[src/rtl/sample_reader.sv]
// SPI master that reads one sensor burst for every drdy rising edge
// mode 0, MSB first; the command byte goes out first, the rest is clocked in
// two of every three received bytes are kept and presented as write strobes

module sample_reader #(
  parameter int unsigned sclk_half = 2,     // system clocks per half SCLK period
  parameter int unsigned burst_len = 10,    // bytes per transaction, command included
  parameter logic [7:0]  read_cmd  = 8'h11  // sensor command byte
) (
  input  logic       clk,
  input  logic       rst,
  input  logic       drdy,
  input  logic       run_en,
  output logic       sensor_csn,
  output logic       sensor_sclk,
  output logic       sensor_mosi,
  input  logic       sensor_miso,
  output logic       wr_stb,
  output logic [7:0] wr_data
);

  localparam int DIV_W  = (sclk_half > 1) ? $clog2(sclk_half) : 1;
  localparam int BYTE_W = (burst_len > 1) ? $clog2(burst_len) : 1;

  localparam logic [1:0] ST_IDLE  = 2'd0;
  localparam logic [1:0] ST_SHIFT = 2'd1;
  localparam logic [1:0] ST_TAIL  = 2'd2; // last half period before csn rises

  logic [2:0]        drdy_sync;   // two sync flops plus one for edge history
  logic              drdy_rise;
  logic [1:0]        state;
  logic [DIV_W-1:0]  div_cnt;     // half period divider
  logic [2:0]        bit_cnt;
  logic [BYTE_W-1:0] byte_cnt;
  logic [1:0]        keep_phase;  // 0,1 keep  2 drop
  logic [7:0]        tx_sr;
  logic [7:0]        rx_sr;
  logic              half_tick;
  logic              rise_tick;
  logic              fall_tick;
  logic              byte_end;
  logic              keep_byte;

  assign drdy_rise   = drdy_sync[1] & ~drdy_sync[2];
  assign half_tick   = (div_cnt == DIV_W'(sclk_half - 1));
  assign rise_tick   = (state == ST_SHIFT) && half_tick && !sensor_sclk;
  assign fall_tick   = (state == ST_SHIFT) && half_tick && sensor_sclk;
  assign byte_end    = fall_tick && (bit_cnt == 3'd7);
  // byte 0 is the command slot, nothing useful comes back there
  assign keep_byte   = byte_end && (byte_cnt != '0) && (keep_phase != 2'd2);
  assign sensor_mosi = tx_sr[7];

  always_ff @(posedge clk)
  begin
    if (rst)
    begin
      drdy_sync   <= '0;
      state       <= ST_IDLE;
      sensor_csn  <= 1'b1;
      sensor_sclk <= 1'b0;
      tx_sr       <= '0;
      div_cnt     <= '0;
      bit_cnt     <= '0;
      byte_cnt    <= '0;
      keep_phase  <= '0;
      wr_stb      <= 1'b0;
    end
    else
    begin
      drdy_sync <= {drdy_sync[1:0], drdy};
      wr_stb    <= keep_byte; // one cycle after the byte ends
      case (state)
        ST_IDLE:
        begin
          if (drdy_rise && run_en) // edges while busy never get here
          begin
            state      <= ST_SHIFT;
            sensor_csn <= 1'b0;
            tx_sr      <= read_cmd; // MSB on mosi as csn falls
            div_cnt    <= '0;
            bit_cnt    <= '0;
            byte_cnt   <= '0;
            keep_phase <= '0;
          end
        end
        ST_SHIFT:
        begin
          if (half_tick)
          begin
            div_cnt     <= '0;
            sensor_sclk <= ~sensor_sclk;
            if (sensor_sclk) // falling edge, move to next bit
            begin
              tx_sr   <= {tx_sr[6:0], 1'b0}; // zeros after the command
              bit_cnt <= bit_cnt + 3'd1;
              if (bit_cnt == 3'd7)
              begin
                byte_cnt <= byte_cnt + 1'b1;
                if (byte_cnt != '0)
                  keep_phase <= (keep_phase == 2'd2) ? 2'd0 : keep_phase + 2'd1;
                if (byte_cnt == BYTE_W'(burst_len - 1))
                  state <= ST_TAIL;
              end
            end
          end
          else
            div_cnt <= div_cnt + 1'b1;
        end
        ST_TAIL:
        begin
          if (half_tick)
          begin
            div_cnt    <= '0;
            sensor_csn <= 1'b1; // half period after the last bit
            state      <= ST_IDLE;
          end
          else
            div_cnt <= div_cnt + 1'b1;
        end
        default: state <= ST_IDLE;
      endcase
    end
  end

  // receive shifter and output byte
  always_ff @(posedge clk)
  begin
    if (rise_tick)
      rx_sr <= {rx_sr[6:0], sensor_miso}; // sample on rising sclk
    if (keep_byte)
      wr_data <= rx_sr;
  end

  // the ring only sees bytes from inside a sensor frame
  a_stb_in_frame: assert property (@(posedge clk) disable iff (rst)
    wr_stb |-> !sensor_csn);

endmodule

[config.mk]
export PLATFORM = sky130hd
export DESIGN_NAME = sample_reader
export DESIGN_NICKNAME = d
export VERILOG_FILES = /design/src/rtl/sample_reader.sv
export SDC_FILE = /design/constraint.sdc
export NUM_CORES = 1
export LEC_CHECK = 0
export BUFFER_PORTS_ARGS = -buffer_cell sky130_fd_sc_hd__buf_2
export CAP_MARGIN = 5
export CORE_ASPECT_RATIO = 0.7
export CORE_MARGIN = 5
export CORE_UTILIZATION = 35
export DETAILED_ROUTE_END_ITERATION = 6
export RECOVER_POWER = 100
export SETUP_SLACK_MARGIN = 0.1
export SLEW_MARGIN = 10
export SYNTH_ARGS = -nofsm -noshare
export SYNTH_HDL_FRONTEND = slang
export SYNTH_SLANG_ARGS = --single-unit
[constraint.sdc]
create_clock -name clk -period 5.06 [get_ports clk]
set_input_delay 0.506 -clock clk [delete_from_list [all_inputs] [get_ports clk]]
set_output_delay 0.506 -clock clk [all_outputs]
set_load 0.02 [all_outputs]
# Word level (Yosys, flattened, before mapping)
# Cells that the tools add are included.
# W data, S select, Z words.
# word_totals
reg_bits	42
out_inout_bits	12
# classes
add_sub_neg	4
eq_ne	13
mux	32
bitwise_logic	3
reduce_logical	21
# ops
op	n
$mux W2	12
$mux W8	3
$mux W4	4
$pmux W8 S2	1
$reduce_and A6 Y1	2
$ne A2 B2 Y1 const B	5
$mux W3	3
$pmux W4 S2	1
$logic_and A1 B1 Y1	7
$ne A2 B1 Y1 const B	3
$pmux W2 S3	1
$pmux W3 S2	1
$reduce_bool A2 Y1	3
$reduce_and A5 Y1	1
$add A4 B1 Y4 const B	1
$eq A2 B2 Y1 const B	2
$eq A4 B4 Y1 const B	1
$pmux W1 S2	2
$pmux W2 S2	1
$reduce_and A2 Y1	2
$reduce_and A4 Y1	1
$reduce_bool A4 Y1	1
$add A3 B1 Y3 const B	1
$eq A3 B3 Y1 const B	1
other kinds (10)	13

# Depth between registers and ports, before layout
# logic_depth
depth_word	7
ltp_mapped	7

# Least setup slack after synthesis
# No wires, ideal clock.
# synth_timing
path_type	register to register
start	register state[1]
end	register wr_data[0], enable pin
setup_time_ns	0.376
t_arrival_ns	1.472
t_required_ns	4.684
path_slack_ns	3.212
stages_incl_launch_ff	6
n_path_buf	0
path_cell_list	dfxtp_1 -> inv_1 -> ha_1 -> nand3_2 -> nor3b_2 -> a21boi_1
# synth_between
elab_chain_cells	6
# synth_rtl
item	line	rtl
start: declaration	31	logic [1:0] state;
start signal: assignment	58	state <= ST_IDLE;
start signal: assignment	77	state <= ST_SHIFT;
start signal: assignment	102	state <= ST_TAIL;
$eq A2 B1 Y1	47	assign fall_tick = (state == ST_SHIFT) && half_tick && sensor_sclk;
$logic_and A1 B1 Y1 (2 in a row)	47	
$logic_and A1 B1 Y1	48	assign byte_end = fall_tick && (bit_cnt == 3'd7);
$logic_and A1 B1 Y1 (2 in a row)	50	assign keep_byte = byte_end && (byte_cnt != '0) && (keep_phase != 2'd2);
named net keep_byte	42	logic keep_byte;
end signal: assignment	131	wr_data <= rx_sr;
end: declaration	19	output logic [7:0] wr_data
# The timed path passes the listed nets, and every way through them passes these cells.
# A chain may end at the register's enable or synchronous reset.

# Final worst setup path
# layout_timing
start	register state[1]
end	register wr_data[2], enable pin
# The elaborated chain is that of the path after synthesis.

==> run summary <==
## Yosys
- **xor/xnor share of the synthesized area** 0.5162%
- **number of enable-type register cells in the synthesized netlist** 16
- **number of cells produced by synthesis** 146
- **flip-flop cell with the highest count after synthesis** sky130_fd_sc_hd__dfxtp_1
- **sequential share of the synthesized area** 59.00%
- **adder-cell share of the synthesized area** 6.637%
- **fraction of the mapped netlist area in compound gates** 14.75%
- **mux contribution to synthesized area** 1.180%
- **Yosys reg bits** 42
- **post-synth top area share** 30.68%
- **Post-synth ARST share** 0%
- **main combinational cell family by area after synthesis** compound AO/OA/AOI/OAI gates
- **Synth Net Count** 160
- **top area cells in the synthesized netlist** sky130_fd_sc_hd__dfxtp_1 31%, sky130_fd_sc_hd__edfxtp_1 28%, sky130_fd_sc_hd__ha_1 6.6%
- **largest area contributor in the netlist** sky130_fd_sc_hd__dfxtp_1
- **synthesized-area fraction occupied by and/or/nand/nor cells** 13.50%
- **Yosys Warn Count** 0
- **mean cell area of the mapped netlist** 11.62 sq um
- **combined area of all synthesized cells** 1697 sq um
- **number of distinct library cells after synthesis** 35

## Clock network
- **cts bufs inserted** 5
- **clock edge transition at the registers on the reported setup and hold paths** 0.08 ns
- **TritonCTS clock tree** yes
- **maximum clock path buffer count** 2
- **CTS H-Tree Depth** 2
- **post-cts repair resize count** 0
- **TritonCTS sink count** 42
- **hold buffers post-CTS** 0
- **Post-CTS Setup Bufs** 0
- **Worst-Skew Late Latency** 0.30 ns
- **cell chosen for the clock root** sky130_fd_sc_hd__clkbuf_8

## Detailed routing
- **routed length per placed instance** 14.59 um
- **DRT Wirelength** 3.254 mm
- **detailed-route DRC error count** 0
- **number of vias after detailed routing** 1,127
- **drt initial violations** 87
- **Vias/cell** 5.054
- **count of nets left with antenna violations after detail routing** 0
- **detailed-routing iteration count for the pre-antenna-repair pass** 4

## GRT
- **leftover overflow at the end of global routing** 0
- **pin count of the biggest net entering global routing** 25
- **vias in the first global route** 1,171
- **antenna violations before repair** 0
- **total global routing track utilization** 11.36%
- **wire length of the first global-routing pass** 5.409 mm

## Power
- **maximum VDD drop** 0.1682 mV
- **portion of total power attributed to sequential cells** 55.0%
- **switching part of the total** 21.29%
- **Power Density** 340.0 nW/um^2
- **cell-internal power** 0.5059 mW
- **Leak Pwr** 0.6750 nW
- **fraction of power consumed by the clock network** 41.3%
- **proportion of power drawn by combinational gates** 3.6%
- **power dissipated by switching net loads** 0.1369 mW

## STA
- **max-slew headroom at the worst pin** 8.671%
- **final setup TNS** 0 ns
- **final period demand of the worst path** 2.677 ns
- **unrepaired setup endpoints after global routing** no
- **Final setup violation count** 0
- **worst hold slack after final layout** 0.3771 ns
- **max-slew violation count** 0
- **transition time at the pin with the least slew margin** 1.358 ns
- **Final period util** 52.90%
- **hold violation count in the final report** 0
- **largest clock skew in the final design** 0.006077 ns
- **maximum clock frequency** 373.6 MHz

## Floorplan
- **total core area** 4730 sq um
- **I/O pins** 17
- **Horiz. Die Dim** 93.22 um
- **die height** 68.25 um
- **cell row count** 21
- **initial cell density of the core** 35.87%
- **area of the die** 6362 sq um

## Cells and area
- **Core Util, Final** 39.97%
- **fraction of final layout cells with drive strength greater than 1** 7.831%
- **Antenna diodes** 0
- **count of placed standard cells in the final layout, fillers left out** 223
- **most used cells in the layout excluding fill and tap cells** 26 x sky130_fd_sc_hd__dfxtp_1, 16 x sky130_fd_sc_hd__edfxtp_1, 13 x sky130_fd_sc_hd__clkbuf_1
- **net total in the final layout** 179
- **Layout area overhead** 11.43%
- **most frequent standard cell in the layout excluding fill and tap cells** sky130_fd_sc_hd__dfxtp_1
- **Fill cells** 466

## Outcome
- **outcome** complete, no violations

## Place
- **placed cell count** 215
- **Port Buffer Count** 16
- **detailed placement HPWL** 2.312 mm
- **routability congestion estimate from global placement** 0.8280

## Worst setup path
- **Setup crit start kind** flip-flop
- **CP Capture Type** flip-flop
- **maximum fanout along the worst path** 9
- **arrival time of data at the critical path endpoint** 2.58 ns
- **classification of the worst setup path** reg2reg
- **CP Data Required Time** 4.97 ns

## Flow run
- **number of violations of the max-capacitance limit** 0

## Hold path
- **class of the tightest hold or removal check** in2reg

## power groups by stage
| stage | Sequential (mW) | Clock [mW] | Combinational (mW) |
|---|---|---|---|
| finish | 0.354 | 0.266 | 0.0233 |
| global route | 0.354 | 0.288 | 0.0262 |
| CTS | 0.354 | 0.272 | 0.0250 |
| detailed placement | 0.362 | 0 | 0.0250 |
| global placement | 0.361 | 0 | 0.0238 |
| floorplan | 0.362 | 0 | 0.0175 |
## metal layers
layer,track usage (%),vias up,wire (um)
li1,-,557,-
met1,13.19,544,1463
met2,19.46,22,1581
met3,4.396,4,165
met4,4.022,0,44
met5,0,-,0
## through the flow
stage	setup slack (ns)	area (sq um)	total power, mW
after detailed placement	2.747	1818	0.3865
after floorplan	3.212	1697	0.3798
after global routing	2.034	1891	0.6684
final	2.383	1891	0.6427
after CTS	2.734	1932	0.6504
after global placement	3.032	1818	0.3851
## logic make-up (layout without fill, tap and decap cells)
family                   count (synthesis)  count (layout)
AO/OA/AOI/OAI                           33              33
XOR/XNOR                                 1               1
adder cells (fa/ha/maj)                  9               9
buffers and inverters                   16              36
flip-flops                              42              42
multiplexers                             2               2
AND/OR/NAND/NOR                         43              43
## area by class of cell
type / count / area (sq um) / share of cell area (%)
flip-flops and latches: 42 / 1001 / 52.95
well taps: 57 / 71.32 / 3.772
clock buffers: 5 / 68.82 / 3.640
clock inverters: 3 / 45.04 / 2.383
multi-input cells: 88 / 595.6 / 31.50
inverters: 12 / 45.04 / 2.383
repair buffers: 16 / 63.81 / 3.375
## synthesized netlist by cell type (3+ instances only)
cell,count
sky130_fd_sc_hd__nand2_1,8
sky130_fd_sc_hd__inv_1,11
sky130_fd_sc_hd__nor2b_1,4
sky130_fd_sc_hd__o21ai_1,3
sky130_fd_sc_hd__a21oi_1,7
sky130_fd_sc_hd__nor2_1,12
sky130_fd_sc_hd__edfxtp_1,16
sky130_fd_sc_hd__a21o_1,3
sky130_fd_sc_hd__ha_1,9
sky130_fd_sc_hd__nand3_1,5
sky130_fd_sc_hd__a32o_1,3
sky130_fd_sc_hd__nor3_1,4
sky130_fd_sc_hd__a22oi_1,8
sky130_fd_sc_hd__dfxtp_1,26
## flip-flops by register name, summed over array words and instances (netlist names), 2 cells and up
register,flops
drdy_sync,3
state,2
tx_sr,8
keep_phase,2
bit_cnt,3
wr_data,8
rx_sr,8
byte_cnt,4
## worst max-delay path, stage by stage, from the launching register on
cell and delay, ns:
sky130_fd_sc_hd__dfxtp_1 0.33, sky130_fd_sc_hd__inv_1 0.10, sky130_fd_sc_hd__ha_1 0.33, sky130_fd_sc_hd__nand3_1 0.14
sky130_fd_sc_hd__nor3b_1 0.29, sky130_fd_sc_hd__a21boi_0 1.09
## path summary, 6_finish.rpt
check                        startpoint  slack (ns)  cells after the start                   end
setup / recovery  state[1]$_SDFFE_PP0P_        2.38                      5  wr_data[2]$_DFFE_PP_
hold / removal              sensor_miso        0.38                      1    rx_sr[0]$_DFFE_PP_
setup reg to reg  state[1]$_SDFFE_PP0P_        2.38                      5  wr_data[2]$_DFFE_PP_
hold reg to reg      rx_sr[7]$_DFFE_PP_        0.43                      0  wr_data[7]$_DFFE_PP_
No activity file was read; power rests on OpenSTA's default activity.
