## config.mk

```make
export PLATFORM = sky130hd
export DESIGN_NAME = host_spi_slave
export DESIGN_NICKNAME = d
export VERILOG_FILES = /design/src/rtl/accel_log_pkg.sv /design/src/rtl/host_spi_slave.sv
export SDC_FILE = /design/constraint.sdc
export NUM_CORES = 1
export LEC_CHECK = 0
export BUFFER_PORTS_ARGS = -buffer_cell sky130_fd_sc_hd__buf_2
export CELL_PAD_IN_SITES_DETAIL_PLACEMENT = 1
export CELL_PAD_IN_SITES_GLOBAL_PLACEMENT = 2
export CORE_MARGIN = 3
export CORE_UTILIZATION = 33
export CTS_CLUSTER_DIAMETER = 30
export DETAILED_ROUTE_END_ITERATION = 8
export PLACE_DENSITY_LB_ADDON = 0.1
export RECOVER_POWER = 100
export SLEW_MARGIN = 20
export SYNTH_ARGS = -nofsm -noshare
export SYNTH_HDL_FRONTEND = slang
export SYNTH_SLANG_ARGS = --single-unit
```

## constraint.sdc

```tcl
create_clock -name clk -period 3.1 [get_ports clk]
set_input_delay 0.31 -clock clk [delete_from_list [all_inputs] [get_ports clk]]
set_output_delay 0.31 -clock clk [all_outputs]
set_load 0.05 [all_outputs]
```

## src/rtl/accel_log_pkg.sv

```systemverilog
// shared constants for the accelerometer logger
// host register map, host command codes and the control bit layout
// imported by the ring, the host slave and the top level

package accel_log_pkg;

  // host register address, sent MSB first after the command byte
  localparam int ADDR_BITS = 32;

  // region select lives in the top address byte
  localparam logic [7:0] REGION_RAM  = 8'h00; // ring memory, offset in low bits
  localparam logic [7:0] REGION_PTR  = 8'h01; // latched write pointer, bit 0 picks the byte
  localparam logic [7:0] REGION_CTRL = 8'hFF; // control byte

  // first byte of every host transaction
  localparam logic [7:0] HOST_CMD_WRITE = 8'h00;
  localparam logic [7:0] HOST_CMD_READ  = 8'h01;

  // control byte bit positions
  localparam int CTRL_RUN_BIT = 0; // sample reader enable

endpackage

```

## src/rtl/host_spi_slave.sv

```systemverilog
// host facing SPI slave, mode 0, sampled with the system clock
// frame is a command byte, a 32-bit address MSB first, then data bytes
// reads fetch from the ring ahead of each byte, writes only reach the control byte

module host_spi_slave
  import accel_log_pkg::*;
(
  input  logic                 clk,
  input  logic                 rst,
  input  logic                 host_csn,
  input  logic                 host_sclk,
  input  logic                 host_mosi,
  output logic                 host_miso,
  output logic                 rd_stb,
  output logic [ADDR_BITS-1:0] rd_addr,
  input  logic [7:0]           rd_data,
  output logic                 run_en
);

  localparam logic [2:0] BYTE_ADDR_LAST = 3'd4;
  localparam logic [2:0] BYTE_DATA      = 3'd5; // saturates here

  logic [1:0] csn_sync;
  logic [2:0] sclk_sync;  // extra stage for edge detect
  logic [1:0] mosi_sync;
  logic       active;
  logic       sclk_rise;
  logic       sclk_fall;
  logic [2:0] bit_cnt;
  logic [2:0] byte_idx;   // 0 cmd, 1..4 address, 5 data
  logic [7:0] rx_sr;
  logic [7:0] rx_byte;
  logic [7:0] cmd;
  logic [7:0] tx_sr;
  logic [7:0] ctrl;
  logic       byte_done;
  logic       in_data;
  logic       is_read;

  assign active    = ~csn_sync[1];
  assign sclk_rise = active & sclk_sync[1] & ~sclk_sync[2];
  assign sclk_fall = active & ~sclk_sync[1] & sclk_sync[2];
  assign rx_byte   = {rx_sr[6:0], mosi_sync[1]}; // byte including the bit on this edge
  assign byte_done = sclk_rise && (bit_cnt == 3'd7);
  assign in_data   = (byte_idx == BYTE_DATA);
  assign is_read   = (cmd == HOST_CMD_READ);
  assign run_en    = ctrl[CTRL_RUN_BIT];

  always_ff @(posedge clk)
  begin
    if (rst)
    begin
      csn_sync  <= 2'b11;
      sclk_sync <= '0;
      mosi_sync <= '0;
      bit_cnt   <= '0;
      byte_idx  <= '0;
      cmd       <= '0;
      tx_sr     <= '0;
      host_miso <= 1'b0;
      rd_stb    <= 1'b0;
      ctrl      <= '0;
    end
    else
    begin
      csn_sync  <= {csn_sync[0], host_csn};
      sclk_sync <= {sclk_sync[1:0], host_sclk};
      mosi_sync <= {mosi_sync[0], host_mosi};
      rd_stb    <= 1'b0;
      if (!active)
      begin
        bit_cnt   <= '0; // new frame starts at the command byte
        byte_idx  <= '0;
        host_miso <= 1'b0;
      end
      else
      begin
        if (sclk_rise)
          bit_cnt <= bit_cnt + 3'd1;
        if (byte_done)
        begin
          if (!in_data)
            byte_idx <= byte_idx + 3'd1;
          if (byte_idx == 3'd0)
            cmd <= rx_byte;
          if (byte_idx == BYTE_ADDR_LAST && is_read)
            rd_stb <= 1'b1; // prefetch the first data byte
          if (in_data)
          begin
            if (is_read)
              rd_stb <= 1'b1; // next byte, address already bumped
            else if (cmd == HOST_CMD_WRITE && rd_addr[ADDR_BITS-1 -: 8] == REGION_CTRL)
              ctrl <= rx_byte;
          end
        end
        if (sclk_fall) // miso moves on falling edges
        begin
          if (bit_cnt == 3'd0 && in_data && is_read)
          begin
            host_miso <= rd_data[7];
            tx_sr     <= {rd_data[6:0], 1'b0};
          end
          else
          begin
            host_miso <= tx_sr[7];
            tx_sr     <= {tx_sr[6:0], 1'b0};
          end
        end
      end
    end
  end

  // receive shifter and address collection
  always_ff @(posedge clk)
  begin
    if (sclk_rise)
      rx_sr <= rx_byte;
    if (byte_done && byte_idx != 3'd0 && !in_data)
      rd_addr <= {rd_addr[ADDR_BITS-9:0], rx_byte}; // address bytes MSB first
    else if (byte_done && in_data)
      rd_addr <= rd_addr + 1'b1; // auto increment per data byte
  end

  // host must keep csn low for a few clocks after its last sclk edge
  a_rd_in_frame: assert property (@(posedge clk) disable iff (rst)
    rd_stb |-> !host_csn);

endmodule

```

# Yosys cells after proc, flatten, opt, wreduce, memory -nomap -nowiden
# Cells that the tools add are included.
[op_classes]
n_div = 0
n_eq_ne = 5
magnitude_cmp = 0
reduce_logical = 20
n_addsub = 3
bitwise_logic = 10
n_mux = 7
shifts = 0
mul = 0
[op_table]
columns = ["cell", "count"]
rows = [
  ["$mux W32", 2],
  ["$add A32 B1 Y32 const B", 1],
  ["$eq A3 B3 Y1 const B", 3],
  ["$eq A8 B1 Y1 const B", 1],
  ["$eq A8 B8 Y1 const B", 1],
  ["$logic_and A1 B1 Y1", 8],
  ["$logic_not A8 Y1", 1],
  ["$mux W8", 1],
  ["$add A3 B1 Y3 const B", 2],
  ["$logic_not A3 Y1", 2],
  ["$not A1 Y1", 6],
  ["$reduce_and A5 Y1", 1],
  ["$and A1 B1 Y1", 4],
  ["$mux W1", 4],
  ["$reduce_and A2 Y1", 2],
  ["$reduce_and A3 Y1", 1],
  ["$reduce_bool A3 Y1", 1],
  ["$reduce_or A3 Y1", 1],
  ["$reduce_bool A2 Y1", 1],
  ["$reduce_or A2 Y1", 1],
  ["$logic_not A1 Y1", 1],
]
[totals]
out_inout_bits = 35
register_bits = 71
latch_bits = 0
memories = 0
rom_bits = 0
ramBits = 0

# Depth between registers and ports, before layout
[depth]
depth_word = 7
ltp_mapped = 8

# Worst setup path before layout
# OpenSTA, ideal clock, no wires.
[synth_timing]
path_kind = "reg2reg"
from = "register sclk_sync[2]"
to = "register rd_addr[0], enable pin"
slack_ns = -0.072
stages_incl_launch_ff = 5
n_path_buf = 1
required_time_ns = 2.676
setup_time_ns = 0.424
arrival_time_ns = 2.748
synth_period_minus_slack_ns = 3.172
cell_sequence = "dfxtp_1 > nor3b_4 > and2_0 > buf_2 > nor2b_1"
[synth_via]
elab_chain_len = 6
elab_cells_between_ends = 7
[synth_lines]
columns = ["element", "line_no", "rtl"]
rows = [
  ["from (decl)", "host_spi_slave.sv:24", "logic [2:0] sclk_sync;"],
  ["from (signal assigned)", "host_spi_slave.sv:67", "sclk_sync <= {sclk_sync[1:0], host_sclk};"],
  ["$not A1 Y1 *", "host_spi_slave.sv:41", "assign sclk_rise = active & sclk_sync[1] & ~sclk_sync[2];"],
  ["$and A1 B1 Y1 *", "host_spi_slave.sv:41", ""],
  ["net sclk_rise", "host_spi_slave.sv:27", "logic sclk_rise;"],
  ["$logic_and A1 B1 Y1 *", "host_spi_slave.sv:44", "assign byte_done = sclk_rise && (bit_cnt == 3'd7);"],
  ["$logic_and A1 B1 Y1 (2 in a row)", "host_spi_slave.sv:118", "if (byte_done && byte_idx != 3'd0 && !in_data)"],
  ["$reduce_bool A2 Y1 (no source line) *", "--", ""],
  ["to (signal assigned)", "host_spi_slave.sv:119", "rd_addr <= {rd_addr[ADDR_BITS-9:0], rx_byte};"],
  ["to (signal assigned)", "host_spi_slave.sv:121", "rd_addr <= rd_addr + 1'b1;"],
  ["to (decl)", "host_spi_slave.sv:15", "output logic [ADDR_BITS-1:0] rd_addr,"],
]
# Mark *: on every way through the listed nets, which the timed path passes. The rest lies on a longest branch.
# A chain may end at the register's enable or synchronous reset.

# Worst setup path in the final report
[layout_timing]
from = "register csn_sync[1]"
to = "register rd_addr[11], enable pin"
[layout_via]
elab_chain_len = 7
elab_cells_between_ends = 8
[layout_lines]
columns = ["element", "line_no", "rtl"]
rows = [
  ["from (decl)", "host_spi_slave.sv:23", "logic [1:0] csn_sync;"],
  ["from (signal assigned)", "host_spi_slave.sv:66", "csn_sync <= {csn_sync[0], host_csn};"],
  ["$not A1 Y1 (no source line) *", "--", ""],
  ["$and A1 B1 Y1 * (2 in a row)", "host_spi_slave.sv:41", ""],
  ["net sclk_rise", "host_spi_slave.sv:27", ""],
  ["$logic_and A1 B1 Y1 *", "host_spi_slave.sv:44", ""],
  ["$logic_and A1 B1 Y1 (2 in a row)", "host_spi_slave.sv:118", ""],
  ["$reduce_bool A2 Y1 (no source line) *", "--", ""],
]
# Marks and branches as above.

==> run metrics <==
crit-path max cell delay=710 ps; worst skew pair latency=~350 ps; Netlist cell types=41; Remaining DRCs=0; GP Congestion=~0.76; Clk pwr share=43.0%; mean area per synthesized cell=between 9 and 10 um^2; ratio of final minimum period to clock period=82.9%; PostCTS Resize Cnt=0; Core ar.=10300 um^2; first-pass iteration count of the detailed router=4; Post-CTS Repair Setup Buffers=0; wirelength, routed=9.10 mm; number of enable-type register cells in the synthesized netlist=39; worst min-delay path class=in2reg; max-slew violation count=0; Vias/cell=about 5.1; worst path cell trace=nor3b_4, clkbuf_1, and2_0, nor2b_1, clkbuf_2; clk slew on worst S/H paths=roughly 80 ps; Seq pwr share=55.9%; Final Hold Vio Count=0; Initial Util=34.0%; Peak VDD IR=0.000154 V; die area=11900 um^2; Crit path max-delay family=buffers and inverters; startpoint types=register; area grow syn2layout=14.8%; cells after synthesis=352; n_diodes=0; Comb pwr share=under 10%; fill count=between 1000 and 1500; CTS tree=built; DP Worst Slack=756 ps; final setup margin=about 530 ps; final instance area=4030 um^2; Total GRT Usage=approximately 16%; total CTS buffers=9; Post-Syn Area=3510 um^2; Fin Setup TNS=0 ps; routed vias=around 2700; Reg2Reg Setup Slack=530 ps; Psw=379 uW; async set or reset register ratio after synthesis=0%; PD cells=434 nW/um^2; switching portion of total power=21.6%; Lkg Pwr=0.00130 uW; largest net degree at the start of global routing=66; Multi-input gate area=1610 um^2; f_max=slightly below 400 MHz; crit path max fanout=32; Yosys reg bits=70; prevailing post-synth register cell=edfxtp_1; clk sinks=70; Setup CP Type=reg2reg; Die W=109 um; Avg WL per Cell=between 15 and 20 um; RSZ-0062 raised after global routing=no; slowest CP cell=clkbuf_2; share of layout cells above drive strength 1=10.4%; Max-Cap Viols=0; sequential area share after synthesis=51.1%; P_int=1370 uW; hold buffer count at CTS=0; H-tree depth=3; Slew @ Worst Pin=about 1000 ps; DP Area=3890 um^2; CTS max path bufs=2; HPWL Detailed=around 6.3 mm; global route total overflow=0; Layout Nets=419; # IOs=48; Crit path arrival time=2540 ps; Iteration-0 DRC Markers=111; standard-cell rows=37; endpoint type of the worst setup path=register; first-pass GRT wire length=about 15 mm; Syn Nets=372; outcome=finished clean; register area=around 1800 um^2; Die Y-Extent=109 um; Yosys warnings=0; initial antenna violation count=0; Root Driver=clkbuf_8; Slew Limit Headroom=32.5%; number of global-route vias before repair=2709; Worst Clk Skew=13.5 ps; critical path data required time=3070 ps; Setup-failing EPs final=0; worst path bufs/invs=2; Port Buffer Count=47; Detail Route Antenna Nets=0; min Tclk post-route=2570 ps; Pwr Total=1750 uW
kinds of logic after synthesis:
| family | after synthesis | synth area share [%] |
|---|---|---|
| AND/OR/NAND/NOR | 159 | 24.5 |
| flip-flops | 70 | 51.1 |
| adder cells (fa/ha/maj) | 7 | 2.50 |
| buffers and inverters | 23 | 3.07 |
| AO/OA/AOI/OAI | 51 | 7.84 |
| multiplexers | 13 | 3.78 |
| XOR/XNOR | 29 | 7.24 |
sequential cells by signal, summed over array words and instances, names as in the netlist, 2 cells and up:
| signal | cells |
|---|---|
| tx_sr | 7 |
| bit_cnt | 3 |
| mosi_sync | 2 |
| rx_sr | 7 |
| cmd | 8 |
| rd_addr | 32 |
| byte_idx | 3 |
| csn_sync | 2 |
| sclk_sync | 3 |
stage by stage:
| step | std cells | hold slack (ps) | util (%) |
|---|---|---|---|
| floorplan | 352 | 382 | - |
| global placement | 524 | 400 | 37.6 |
| detailed placement | 524 | 409 | 37.6 |
| CTS | 539 | 121 | 39.6 |
| global route | 539 | 122 | 39.0 |
| finish | 539 | 142 | 39.0 |
cell usage in the layout, fill, tap and decap left out, drive strengths merged:
cell type  count
nor4b          1
edfxtp        39
or2            3
o31ai          1
xnor2         17
dfxtp         31
a211oi         7
inv            8
nand4b         2
and3           6
nor2          51
nand2b         2
nor3           7
or3            1
nand4         12
and4           6
buf           13
ha             7
or4bb          1
and2           2
xor2          12
mux2           2
and4b          2
nor3b          2
o21ai          1
clkinv         2
clkbuf        51
nand2         23
mux2i         11
nor2b          7
a21oi         42
nand3         23
nor4           8
cell usage after synthesis (4+ instances only):
| master | n | area, um^2 |
|---|---|---|
| dfxtp_1 | 31 | 621 |
| inv_1 | 7 | 26.3 |
| nand2_1 | 23 | 86.3 |
| nor2_1 | 51 | 191 |
| xnor2_1 | 17 | 149 |
| xor2_1 | 12 | 105 |
| a211oi_1 | 7 | 52.6 |
| nand4_1 | 11 | 68.8 |
| nor2b_1 | 7 | 43.8 |
| edfxtp_1 | 39 | 1170 |
| nand3_1 | 23 | 115 |
| a21oi_1 | 42 | 210 |
| buf_2 | 4 | 20.0 |
| ha_1 | 7 | 87.6 |
| nor3_1 | 7 | 35.0 |
| clkbuf_1 | 9 | 33.8 |
| mux2i_1 | 11 | 110 |
| nor4_1 | 7 | 43.8 |
worst register-to-register path, cell delays in order, from the launching register on:
cell,delay (ps)
dfxtp_1,370
nor3b_4,170
clkbuf_1,570
and2_0,230
nor2b_1,130
clkbuf_2,710
path summary, 6_finish.rpt:
path	startpoint	to	cells after the start
worst max-delay path	csn_sync[1]	rd_addr[11]	5
worst min-delay path	host_csn	csn_sync[0]	2
worst max register to register	csn_sync[1]	rd_addr[11]	5
worst min register to register	csn_sync[0]	csn_sync[1]	1
layer usage:
metal	wire length [um]	vias to the layer above	global-route usage (%)	part of all wire, %
li1	-	1360	-	-
met1	4250	1332	21.1	47
met2	4460	41	26.9	49
met3	322	6	3.55	3.5
met4	71	0	5.68	0.78
met5	0	-	0	0
power groups by stage:
stage               Combinational [uW]  Sequential (uW)  Clock [uW]
finish                            18.9              978         753
global route                      21.5              978         823
CTS                               19.7              978         782
detailed placement                19.8              999           0
global placement                  19.5              999           0
floorplan                         9.61              998           0
layout make-up:
cell class	count	share of cell area [%]
flip-flops and latches	70	44.5
clock inverters	3	0.590
multi-input cells	259	40.0
clock buffers	12	4.41
repair buffers	52	5.71
well taps	136	4.22
inverters	7	0.652
No activity file was read; power rests on OpenSTA's default activity.
